**src/hw/datapath_config.svh**
```systemverilog
// word width, register count and reset pc macros for the scalar datapath
`ifndef DATAPATH_CONFIG_SVH
`define DATAPATH_CONFIG_SVH

// data and address width
`define DP_WORD_W 32

// architectural registers, r0 reads as zero
`define DP_NREGS 16

// first fetch address after reset
`define DP_RESET_PC 32'h0000_0000

`endif

```
**src/hw/datapath_pkg.sv**
```systemverilog
// datapath package: word and register types, opcode enum, instruction layout, latch payloads
`include "datapath_config.svh"

package datapath_pkg;

    typedef logic [`DP_WORD_W-1:0] word_t;
    typedef logic [$clog2(`DP_NREGS)-1:0] reg_sel_t;

    typedef enum logic [3:0] {
        OP_ADD  = 4'h0,
        OP_SUB  = 4'h1,
        OP_AND  = 4'h2,
        OP_OR   = 4'h3,
        OP_XOR  = 4'h4,
        OP_ADDI = 4'h5,
        OP_LW   = 4'h6,
        OP_SW   = 4'h7,
        OP_BEQ  = 4'h8,
        OP_BNE  = 4'h9,
        OP_JAL  = 4'hA,
        OP_HALT = 4'hB
    } opcode_t;

    // instruction word, msb first: op rd rs1 rs2 imm
    typedef struct packed {
        opcode_t     op;
        reg_sel_t    rd;
        reg_sel_t    rs1;
        reg_sel_t    rs2;
        logic [15:0] imm;
    } instr_t;

    // fetch to scoreboard
    typedef struct packed {
        logic  valid;
        word_t instr;
        word_t pc;
    } fetch_t;

    // scoreboard to execute, operands already read
    typedef struct packed {
        logic        valid;
        opcode_t     op;
        reg_sel_t    rd;
        word_t       rdat1;
        word_t       rdat2;
        logic [15:0] imm;
        word_t       pc;
    } issue_t;

    // execute to writeback
    typedef struct packed {
        logic     done;
        logic     reg_en;
        reg_sel_t reg_sel;
        word_t    wdat;
    } execute_t;

endpackage

```
**src/hw/pipe_latch.sv**
```systemverilog
// pipe_latch: pipeline register for any payload type, with flush and hold
`timescale 1ns/1ps

module pipe_latch #(
    parameter type payload_t = logic
) (
    input  logic     CLK,
    input  logic     nrst,
    input  logic     hold,
    input  logic     flush,
    input  payload_t d,
    output payload_t q
);

    // flush wins over hold so a squashed entry never survives a stall
    always_ff @(posedge CLK, negedge nrst) begin
        if (!nrst) begin
            q <= '0;
        end else if (flush) begin
            q <= '0;
        end else if (!hold) begin
            q <= d;
        end
    end

endmodule

```
**src/hw/fetch_stage.sv**
```systemverilog
// fetch_stage: pc register, instruction memory request, one-entry hold buffer, redirect
`timescale 1ns/1ps
`include "datapath_config.svh"

module fetch_stage (
    input  logic                  CLK,
    input  logic                  nrst,
    input  logic                  ihit,
    input  datapath_pkg::word_t   imemload,
    input  logic                  freeze,
    input  logic                  misprediction,
    input  datapath_pkg::word_t   correct_pc,
    output logic                  imemREN,
    output datapath_pkg::word_t   imemaddr,
    output datapath_pkg::fetch_t  fetch_out
);
    import datapath_pkg::*;

    word_t  pc;
    word_t  redirect_pc;
    word_t  buf_instr;
    word_t  buf_pc;
    logic   pending;
    logic   discard;
    logic   stopped;
    logic   buf_valid;
    logic   got;
    logic   take;
    logic   open_next;
    instr_t f_instr;

    // an open request stays up until its hit, new ones start only when there is room
    assign imemREN   = pending || (!freeze && !buf_valid && !stopped);
    assign imemaddr  = pc;
    assign got       = imemREN && ihit;
    assign take      = got && !discard && !misprediction;
    assign open_next = imemREN && !ihit;
    assign f_instr   = instr_t'(imemload);

    // buffered word first, otherwise the word arriving this cycle
    always_comb begin
        if (buf_valid) begin
            fetch_out.valid = 1'b1;
            fetch_out.instr = buf_instr;
            fetch_out.pc    = buf_pc;
        end else begin
            fetch_out.valid = take;
            fetch_out.instr = imemload;
            fetch_out.pc    = pc;
        end
    end

    always_ff @(posedge CLK, negedge nrst) begin
        if (!nrst) begin
            pc        <= word_t'(`DP_RESET_PC);
            pending   <= 1'b0;
            discard   <= 1'b0;
            stopped   <= 1'b0;
            buf_valid <= 1'b0;
        end else begin
            pending <= open_next;
            if (misprediction) begin
                // redirect now, or after the open request returns
                buf_valid <= 1'b0;
                stopped   <= 1'b0;
                discard   <= open_next;
                if (!open_next) pc <= correct_pc;
            end else if (got && discard) begin
                discard <= 1'b0;
                pc      <= redirect_pc;
            end else if (take) begin
                pc        <= pc + word_t'(4);
                buf_valid <= freeze;
                // nothing past a halt is fetched
                if (f_instr.op == OP_HALT) stopped <= 1'b1;
            end else if (!freeze) begin
                buf_valid <= 1'b0;
            end
        end
    end

    always_ff @(posedge CLK) begin
        if (misprediction && open_next) redirect_pc <= correct_pc;
        if (take && freeze) begin
            buf_instr <= imemload;
            buf_pc    <= pc;
        end
    end

endmodule

```
**src/hw/scoreboard.sv**
```systemverilog
// scoreboard: decode, register file, busy bits, hazard stall and single issue
`timescale 1ns/1ps
`include "datapath_config.svh"

module scoreboard (
    input  logic                   CLK,
    input  logic                   nrst,
    input  datapath_pkg::fetch_t   fetch_in,
    input  logic                   ex_busy,
    input  logic                   branch_miss,
    input  logic                   wb_en,
    input  datapath_pkg::reg_sel_t wb_sel,
    input  datapath_pkg::word_t    wb_wdat,
    output logic                   freeze,
    output datapath_pkg::issue_t   issue_out
);
    import datapath_pkg::*;

    instr_t               ins;
    word_t                regs [`DP_NREGS];
    logic [`DP_NREGS-1:0] busy;
    logic [`DP_NREGS-1:0] busy_next;
    logic                 uses_rs1;
    logic                 uses_rs2;
    logic                 writes_rd;
    logic                 hazard;
    logic                 can_issue;
    word_t                rdat1;
    word_t                rdat2;

    assign ins = instr_t'(fetch_in.instr);

    // register fields each opcode really uses
    always_comb begin
        uses_rs1  = 1'b0;
        uses_rs2  = 1'b0;
        writes_rd = 1'b0;
        case (ins.op)
            OP_ADD, OP_SUB, OP_AND, OP_OR, OP_XOR: begin
                uses_rs1  = 1'b1;
                uses_rs2  = 1'b1;
                writes_rd = 1'b1;
            end
            OP_ADDI, OP_LW: begin
                uses_rs1  = 1'b1;
                writes_rd = 1'b1;
            end
            OP_SW, OP_BEQ, OP_BNE: begin
                uses_rs1 = 1'b1;
                uses_rs2 = 1'b1;
            end
            OP_JAL: begin
                writes_rd = 1'b1;
            end
            default: ;
        endcase
        // r0 is never tracked
        if (ins.rd == '0) writes_rd = 1'b0;
    end

    // rd is checked too, an older write must not clear a newer busy bit
    assign hazard = (uses_rs1 && busy[ins.rs1]) ||
                    (uses_rs2 && busy[ins.rs2]) ||
                    (writes_rd && busy[ins.rd]);

    assign can_issue = fetch_in.valid && !hazard && !ex_busy && !branch_miss;
    assign freeze    = fetch_in.valid && !can_issue;

    assign rdat1 = (ins.rs1 == '0) ? '0 : regs[ins.rs1];
    assign rdat2 = (ins.rs2 == '0) ? '0 : regs[ins.rs2];

    always_comb begin
        issue_out.valid = can_issue;
        issue_out.op    = ins.op;
        issue_out.rd    = ins.rd;
        issue_out.rdat1 = rdat1;
        issue_out.rdat2 = rdat2;
        issue_out.imm   = ins.imm;
        issue_out.pc    = fetch_in.pc;
    end

    // clear from writeback first, a new issue to the same register wins
    always_comb begin
        busy_next = busy;
        if (wb_en) busy_next[wb_sel] = 1'b0;
        if (can_issue && writes_rd) busy_next[ins.rd] = 1'b1;
    end

    always_ff @(posedge CLK, negedge nrst) begin
        if (!nrst) begin
            busy <= '0;
        end else begin
            busy <= busy_next;
        end
    end

    // writeback already drops r0 writes
    always_ff @(posedge CLK) begin
        if (wb_en) regs[wb_sel] <= wb_wdat;
    end

endmodule

```
**src/hw/execute.sv**
```systemverilog
// execute: operation register, ALU, branch resolution, load/store sequencing and halt
`timescale 1ns/1ps

module execute (
    input  logic                   CLK,
    input  logic                   nrst,
    input  datapath_pkg::issue_t   issue_in,
    input  logic                   dhit,
    input  datapath_pkg::word_t    dmemload,
    output logic                   dmemREN,
    output logic                   dmemWEN,
    output datapath_pkg::word_t    dmemaddr,
    output datapath_pkg::word_t    dmemstore,
    output logic                   ex_busy,
    output logic                   misprediction,
    output logic                   halt,
    output datapath_pkg::word_t    correct_pc,
    output datapath_pkg::execute_t ex_out
);
    import datapath_pkg::*;

    issue_t op_q;
    word_t  imm_ext;
    word_t  alu_res;
    logic   is_load;
    logic   is_store;
    logic   mem_wait;
    logic   halt_now;
    logic   halted;
    logic   taken;

    assign imm_ext  = word_t'($signed(op_q.imm));
    assign is_load  = op_q.valid && (op_q.op == OP_LW);
    assign is_store = op_q.valid && (op_q.op == OP_SW);
    assign mem_wait = (is_load || is_store) && !dhit;
    assign halt_now = op_q.valid && (op_q.op == OP_HALT);

    assign halt    = halted || halt_now;
    assign ex_busy = halt || mem_wait;

    // memory request held steady by op_q until dhit
    assign dmemREN   = is_load;
    assign dmemWEN   = is_store;
    assign dmemaddr  = op_q.rdat1 + imm_ext;
    assign dmemstore = op_q.rdat2;

    always_ff @(posedge CLK, negedge nrst) begin
        if (!nrst) begin
            op_q <= '0;
        end else if (!ex_busy) begin
            op_q <= issue_in;
        end
    end

    always_ff @(posedge CLK, negedge nrst) begin
        if (!nrst) begin
            halted <= 1'b0;
        end else if (halt_now) begin
            halted <= 1'b1;
        end
    end

    // not-taken is predicted, so jal and taken branches always redirect
    always_comb begin
        case (op_q.op)
            OP_BEQ:  taken = (op_q.rdat1 == op_q.rdat2);
            OP_BNE:  taken = (op_q.rdat1 != op_q.rdat2);
            OP_JAL:  taken = 1'b1;
            default: taken = 1'b0;
        endcase
    end

    assign misprediction = op_q.valid && taken;
    assign correct_pc    = op_q.pc + (imm_ext << 2);

    always_comb begin
        case (op_q.op)
            OP_ADD:  alu_res = op_q.rdat1 + op_q.rdat2;
            OP_SUB:  alu_res = op_q.rdat1 - op_q.rdat2;
            OP_AND:  alu_res = op_q.rdat1 & op_q.rdat2;
            OP_OR:   alu_res = op_q.rdat1 | op_q.rdat2;
            OP_XOR:  alu_res = op_q.rdat1 ^ op_q.rdat2;
            OP_ADDI: alu_res = op_q.rdat1 + imm_ext;
            OP_JAL:  alu_res = op_q.pc + word_t'(4);
            OP_LW:   alu_res = dmemload;
            default: alu_res = '0;
        endcase
    end

    always_comb begin
        ex_out.done    = op_q.valid && !halted && !mem_wait;
        ex_out.reg_en  = op_q.op inside {OP_ADD, OP_SUB, OP_AND, OP_OR, OP_XOR,
                                         OP_ADDI, OP_LW, OP_JAL};
        ex_out.reg_sel = op_q.rd;
        ex_out.wdat    = alu_res;
    end

endmodule

```
**src/hw/writeback.sv**
```systemverilog
// writeback: picks the retiring result and registers the single register write
`timescale 1ns/1ps

module writeback (
    input  logic                   CLK,
    input  logic                   nrst,
    input  datapath_pkg::execute_t wb_in,
    output logic                   wb_en,
    output datapath_pkg::reg_sel_t wb_sel,
    output datapath_pkg::word_t    wb_wdat
);
    import datapath_pkg::*;

    reg_sel_t sel_q;
    word_t    wdat_q;
    logic     write_ok;

    // squashed or non-writing results and r0 targets produce no write
    assign write_ok = wb_in.done && wb_in.reg_en && (wb_in.reg_sel != '0);

    always_ff @(posedge CLK, negedge nrst) begin
        if (!nrst) begin
            wb_en <= 1'b0;
        end else begin
            wb_en <= write_ok;
        end
    end

    always_ff @(posedge CLK) begin
        if (write_ok) begin
            sel_q  <= wb_in.reg_sel;
            wdat_q <= wb_in.wdat;
        end
    end

    assign wb_sel  = sel_q;
    assign wb_wdat = wdat_q;

endmodule

```
**src/hw/sc_datapath.sv**
```systemverilog
// sc_datapath: top level joining fetch, scoreboard, execute, writeback and the latches
`timescale 1ns/1ps

module sc_datapath (
    input  logic                CLK,
    input  logic                nrst,
    // instruction memory
    output logic                imemREN,
    output datapath_pkg::word_t imemaddr,
    input  logic                ihit,
    input  datapath_pkg::word_t imemload,
    // data memory
    output logic                dmemREN,
    output logic                dmemWEN,
    output datapath_pkg::word_t dmemaddr,
    output datapath_pkg::word_t dmemstore,
    input  logic                dhit,
    input  datapath_pkg::word_t dmemload,
    output logic                halt
);
    import datapath_pkg::*;

    fetch_t   fetch_d;
    fetch_t   fetch_q;
    issue_t   issue;
    execute_t ex_d;
    execute_t ex_q;
    logic     freeze;
    logic     ex_busy;
    logic     misprediction;
    word_t    correct_pc;
    logic     wb_en;
    reg_sel_t wb_sel;
    word_t    wb_wdat;

    fetch_stage u_fetch (
        .CLK(CLK), .nrst(nrst),
        .ihit(ihit), .imemload(imemload),
        .freeze(freeze), .misprediction(misprediction), .correct_pc(correct_pc),
        .imemREN(imemREN), .imemaddr(imemaddr),
        .fetch_out(fetch_d)
    );

    // a miss empties the fetch latch, a stall holds it
    pipe_latch #(.payload_t(fetch_t)) u_fetch_latch (
        .CLK(CLK), .nrst(nrst),
        .hold(freeze), .flush(misprediction),
        .d(fetch_d), .q(fetch_q)
    );

    scoreboard u_scoreboard (
        .CLK(CLK), .nrst(nrst),
        .fetch_in(fetch_q),
        .ex_busy(ex_busy), .branch_miss(misprediction),
        .wb_en(wb_en), .wb_sel(wb_sel), .wb_wdat(wb_wdat),
        .freeze(freeze),
        .issue_out(issue)
    );

    execute u_execute (
        .CLK(CLK), .nrst(nrst),
        .issue_in(issue),
        .dhit(dhit), .dmemload(dmemload),
        .dmemREN(dmemREN), .dmemWEN(dmemWEN),
        .dmemaddr(dmemaddr), .dmemstore(dmemstore),
        .ex_busy(ex_busy), .misprediction(misprediction), .halt(halt),
        .correct_pc(correct_pc),
        .ex_out(ex_d)
    );

    // writeback never stalls and sees no wrong-path results
    pipe_latch #(.payload_t(execute_t)) u_ex_latch (
        .CLK(CLK), .nrst(nrst),
        .hold(1'b0), .flush(1'b0),
        .d(ex_d), .q(ex_q)
    );

    writeback u_writeback (
        .CLK(CLK), .nrst(nrst),
        .wb_in(ex_q),
        .wb_en(wb_en), .wb_sel(wb_sel), .wb_wdat(wb_wdat)
    );

endmodule

```
**config.mk**
```make
export PLATFORM = sky130hd
export DESIGN_NAME = sc_datapath
export DESIGN_NICKNAME = d
export VERILOG_FILES = /design/src/hw/datapath_pkg.sv /design/src/hw/pipe_latch.sv /design/src/hw/fetch_stage.sv /design/src/hw/scoreboard.sv /design/src/hw/execute.sv /design/src/hw/writeback.sv /design/src/hw/sc_datapath.sv
export VERILOG_INCLUDE_DIRS = /design/src /design/src/hw
export SDC_FILE = /design/constraint.sdc
export NUM_CORES = 2
export LEC_CHECK = 0
export BUFFER_PORTS_ARGS = -buffer_cell sky130_fd_sc_hd__buf_2
export CAP_MARGIN = 20
export CORE_MARGIN = 2
export CORE_UTILIZATION = 47
export CTS_CLUSTER_DIAMETER = 100
export DETAILED_ROUTE_END_ITERATION = 16
export GPL_TIMING_DRIVEN = 1
export SLEW_MARGIN = 20
export SYNTH_ARGS = -nofsm -noshare
export SYNTH_HDL_FRONTEND = slang
export SYNTH_SLANG_ARGS = --single-unit
```
**constraint.sdc**
```tcl
create_clock -name CLK -period 28.9 [get_ports CLK]
set_clock_uncertainty 0.15 [all_clocks]
set_input_delay 7.225 -clock CLK [delete_from_list [all_inputs] [get_ports CLK]]
set_output_delay 7.225 -clock CLK [all_outputs]
set_load 0.05 [all_outputs]
```
==> summary.md <==
| Metric | Value |
|---|---|
| CP required | 21530 ps |
| Slew Limit Fails | 0 |
| Violation count after the first detailed-route iteration | 3800 |
| Most frequent cells in the layout | sky130_fd_sc_hd__edfxtp_1 (644), sky130_fd_sc_hd__mux4_2 (327), sky130_fd_sc_hd__nand2_1 (277), sky130_fd_sc_hd__dfrtp_1 (269), sky130_fd_sc_hd__nor2_1 (211) |
| Clock Latency Late Sink | just over 700 ps |
| Synth warn | 0 |
| Final instance area | 53900 um2 |
| Clock transition at the registers of the reported paths | 80 ps |
| Reg-to-Reg Start | u_execute.op_q[89]$_DFFE_PN0N_ |
| FF+latch count, synth | just over 900 |
| Final setup violation count | 0 |
| Largest net degree at the start of global routing | 100 |
| Signal arrival time at the worst endpoint | 8760 ps |
| Post-placement cell count | 4988 |
| Post-layout nets | 3948 |
| CTS resizes | 0 |
| Status | finished, final reports clean |
| Final worst path period need | 16140 ps |
| Number of hold-repair buffers added at the cts stage | 0 |
| Number of placement rows | about 120 |
| Utilization of the core after routing | 52.9% |
| Detailed-route wire length per cell | 28.7 um |
| WS Path Type | input pin to output pin |
| Worst-Margin Slew | 1200 ps |
| Synthesis-to-finish area growth | 11.5% |
| Ports | 168 |
| Global-route wire length before repair | 217000 um |
| Area post-placement | 50600 um2 |
| Root Buffer | sky130_fd_sc_hd__clkbuf_16 |
| GRT Util Overall | between 20 and 30% |
| Avg Inst Size Synth | 13.3 um2 |
| Crit-path cells | buf_2, nor3_1, a21o_2, a21o_1, o41a_4, inv_1, buf_2 |
| Setup fix buffers added after clock tree synthesis | 0 |
| Max Fclk | 62.0 MHz |
| Number of I/O port buffers | 167 |
| Dominant synthesized flop cell | sky130_fd_sc_hd__edfxtp_1 |
| Cell area after synthesis | 48400 um2 |
| Clk buf depth | 3 |
| TritonCTS buffer count | 97 |
| CP top delay family | compound AO/OA/AOI/OAI gates |
| Overflow left after global routing | 0 |
| Die width | 325 um |
| Final hold vios | 0 |
| Total vias in the final route | 32600 |
| # Max-Cap Violations | 0 |
| Total Wirelength | roughly 150000 um |
| Number of H-tree levels | 3 |
| FF-to-FF setup slack | about 22000 ps |
| Largest driver fanout on the critical path | 9 |
| Most prevalent standard cell on the critical path | sky130_fd_sc_hd__buf_2 |
| Part of the Yosys area used for sequential elements | 54.4% |
| Crit-path max cell delay | approximately 570 ps |
| FFs w/ async S/R, synth | 30.2% |
| 1st-pass router iterations | 6 |
| Via count of the first global-routing pass | 31800 |
| Most frequent standard cell in the layout excluding fill and tap cells | sky130_fd_sc_hd__edfxtp_1 |
| Setup repair after global routing missed its margin | no |
| Kind of end point of the critical path | output pin |
| Unique cell type count in the Yosys netlist | 77 |
| Post-route DRC | 0 |
| Final Wtd Congestion | ~0.95 |
| Detailed-placement wirelength estimate | 96400 um |
| Via count normalized by instance count | between 6 and 7 |
| Clock Sinks | 922 |
| Slowest cell on the critical path | sky130_fd_sc_hd__o41a_4 |
| Clock tree from TritonCTS | done |
| Number of enable flip-flop cells after synthesis | 644 |
| Final period utilization | between 50% and 60% |
| Type of the tightest min-delay check | register to register |
| Start point of the worst min-delay path | u_execute.ex_out[33]$_DFFE_PN0N_ |
| CORE AREA | roughly 100000 um2 |
| Number of antenna violations at the first check in global routing | 3 |
| Total Neg Setup Slack | 0 ps |
| Combined buffer and inverter count along the critical path | 3 |
| Remaining number of nets flagged by the antenna check after routing | 0 |
| Fraction of layout cells with a size suffix above 1 | 20.6% |
| Initial standard-cell utilization of the core | between 40% and 50% |
| Nature of the critical path startpoint | input pin |
| Relative max-transition margin | 19.6% |
| Nets in the synthesized netlist | 3879 |
| Die Area | 106000 um2 |
| DIE HEIGHT | 325 um |
| Gate count of the mapped netlist | 3650 |
| Startpoint of the most critical setup path | dhit |
| Non-filler cells, final | 5171 |
[through the flow]
step / hold slack (ps) / setup slack [ps]
floorplan: 204 / 12900
global placement: 207 / 12750
detailed placement: 210 / 12770
CTS: 215 / 12760
global route: 239 / 12690
finish: 210 / 12760
[state kept, by name, indices dropped and copies added (netlist names), 16 cells and up]
signal	flops
u_execute.dmemstore	32
u_fetch.redirect_pc	32
u_scoreboard.regs	512
u_execute.imm_ext	16
u_fetch.imemaddr	32
u_fetch.buf_pc	32
u_fetch_latch.q	65
u_ex_latch.q	38
u_scoreboard.busy	16
u_fetch.buf_instr	32
u_writeback.wb_wdat	32
u_execute.op_q	69
[cells by family after synthesis]
| logic type | Yosys count | synth area share, % |
|---|---|---|
| xor+xnor | 106 | 1.92 |
| simple gates | 794 | 7.51 |
| flops | 922 | 54.4 |
| mux | 426 | 17.3 |
| fa+ha+maj | 161 | 4.23 |
| buf+inv | 454 | 3.82 |
| compound gates | 787 | 10.9 |
[synthesized netlist by cell type (all sizes together), types with 34 or more instances]
| master | instances | area share, % |
|---|---|---|
| a21oi | 138 | 1.4 |
| dfrtp | 278 | 14 |
| o211ai | 34 | 0.53 |
| xnor2 | 65 | 1.2 |
| o22ai | 70 | 0.91 |
| nand3 | 59 | 0.61 |
| nor3 | 52 | 0.54 |
| o21ai | 175 | 1.8 |
| nand2 | 277 | 2.1 |
| a211oi | 86 | 1.3 |
| mux2i | 86 | 1.8 |
| buf | 93 | 1.0 |
| xor2 | 41 | 0.74 |
| nor2 | 225 | 1.7 |
| clkbuf | 166 | 1.3 |
| mux4 | 327 | 15 |
| ha | 157 | 4.1 |
| edfxtp | 644 | 40 |
| inv | 195 | 1.5 |
[metal layers]
| layer | wire (um) | part of all wire, % | vias to the layer above | track usage [%] |
|---|---|---|---|---|
| met5 | 0 | 0 | - | 0 |
| met3 | 11500 | 7.8 | 288 | 4.75 |
| li1 | - | - | 14300 | - |
| met4 | 5790 | 3.9 | 0 | 10.6 |
| met2 | 70500 | 47 | 1403 | 44.4 |
| met1 | 60800 | 41 | 16600 | 38.6 |
[layout make-up]
| class | instances | area (um2) |
|---|---|---|
| Multi-Input combinational cell | 2274 | 20500 |
| Antenna cell | 1 | 2.50 |
| Clock inverter | 51 | 633 |
| Timing Repair Buffer | 229 | 1320 |
| Sequential cell | 922 | 26300 |
| Inverter | 195 | 732 |
| Tap cell | 1368 | 1710 |
| Fill cell | 8502 | 48000 |
| Clock buffer | 131 | 2730 |
[path summary, 6_finish.rpt]
path                                                   end  cells past startpoint
setup reg to reg           u_fetch_latch.q[18]$_DFFE_PN0P_                     12
hold reg to reg                 u_ex_latch.q[33]$_DFF_PN0_                      0
min in group asynchronous  u_fetch_latch.q[20]$_DFFE_PN0P_                      1
setup / recovery                                   imemREN                      7
max in group asynchronous  u_fetch_latch.q[48]$_DFFE_PN0P_                      3
hold / removal                  u_ex_latch.q[33]$_DFF_PN0_                      0
Power is not shown: default switching activity piles up to over one toggle a cycle in this logic, so the estimate is an artifact.
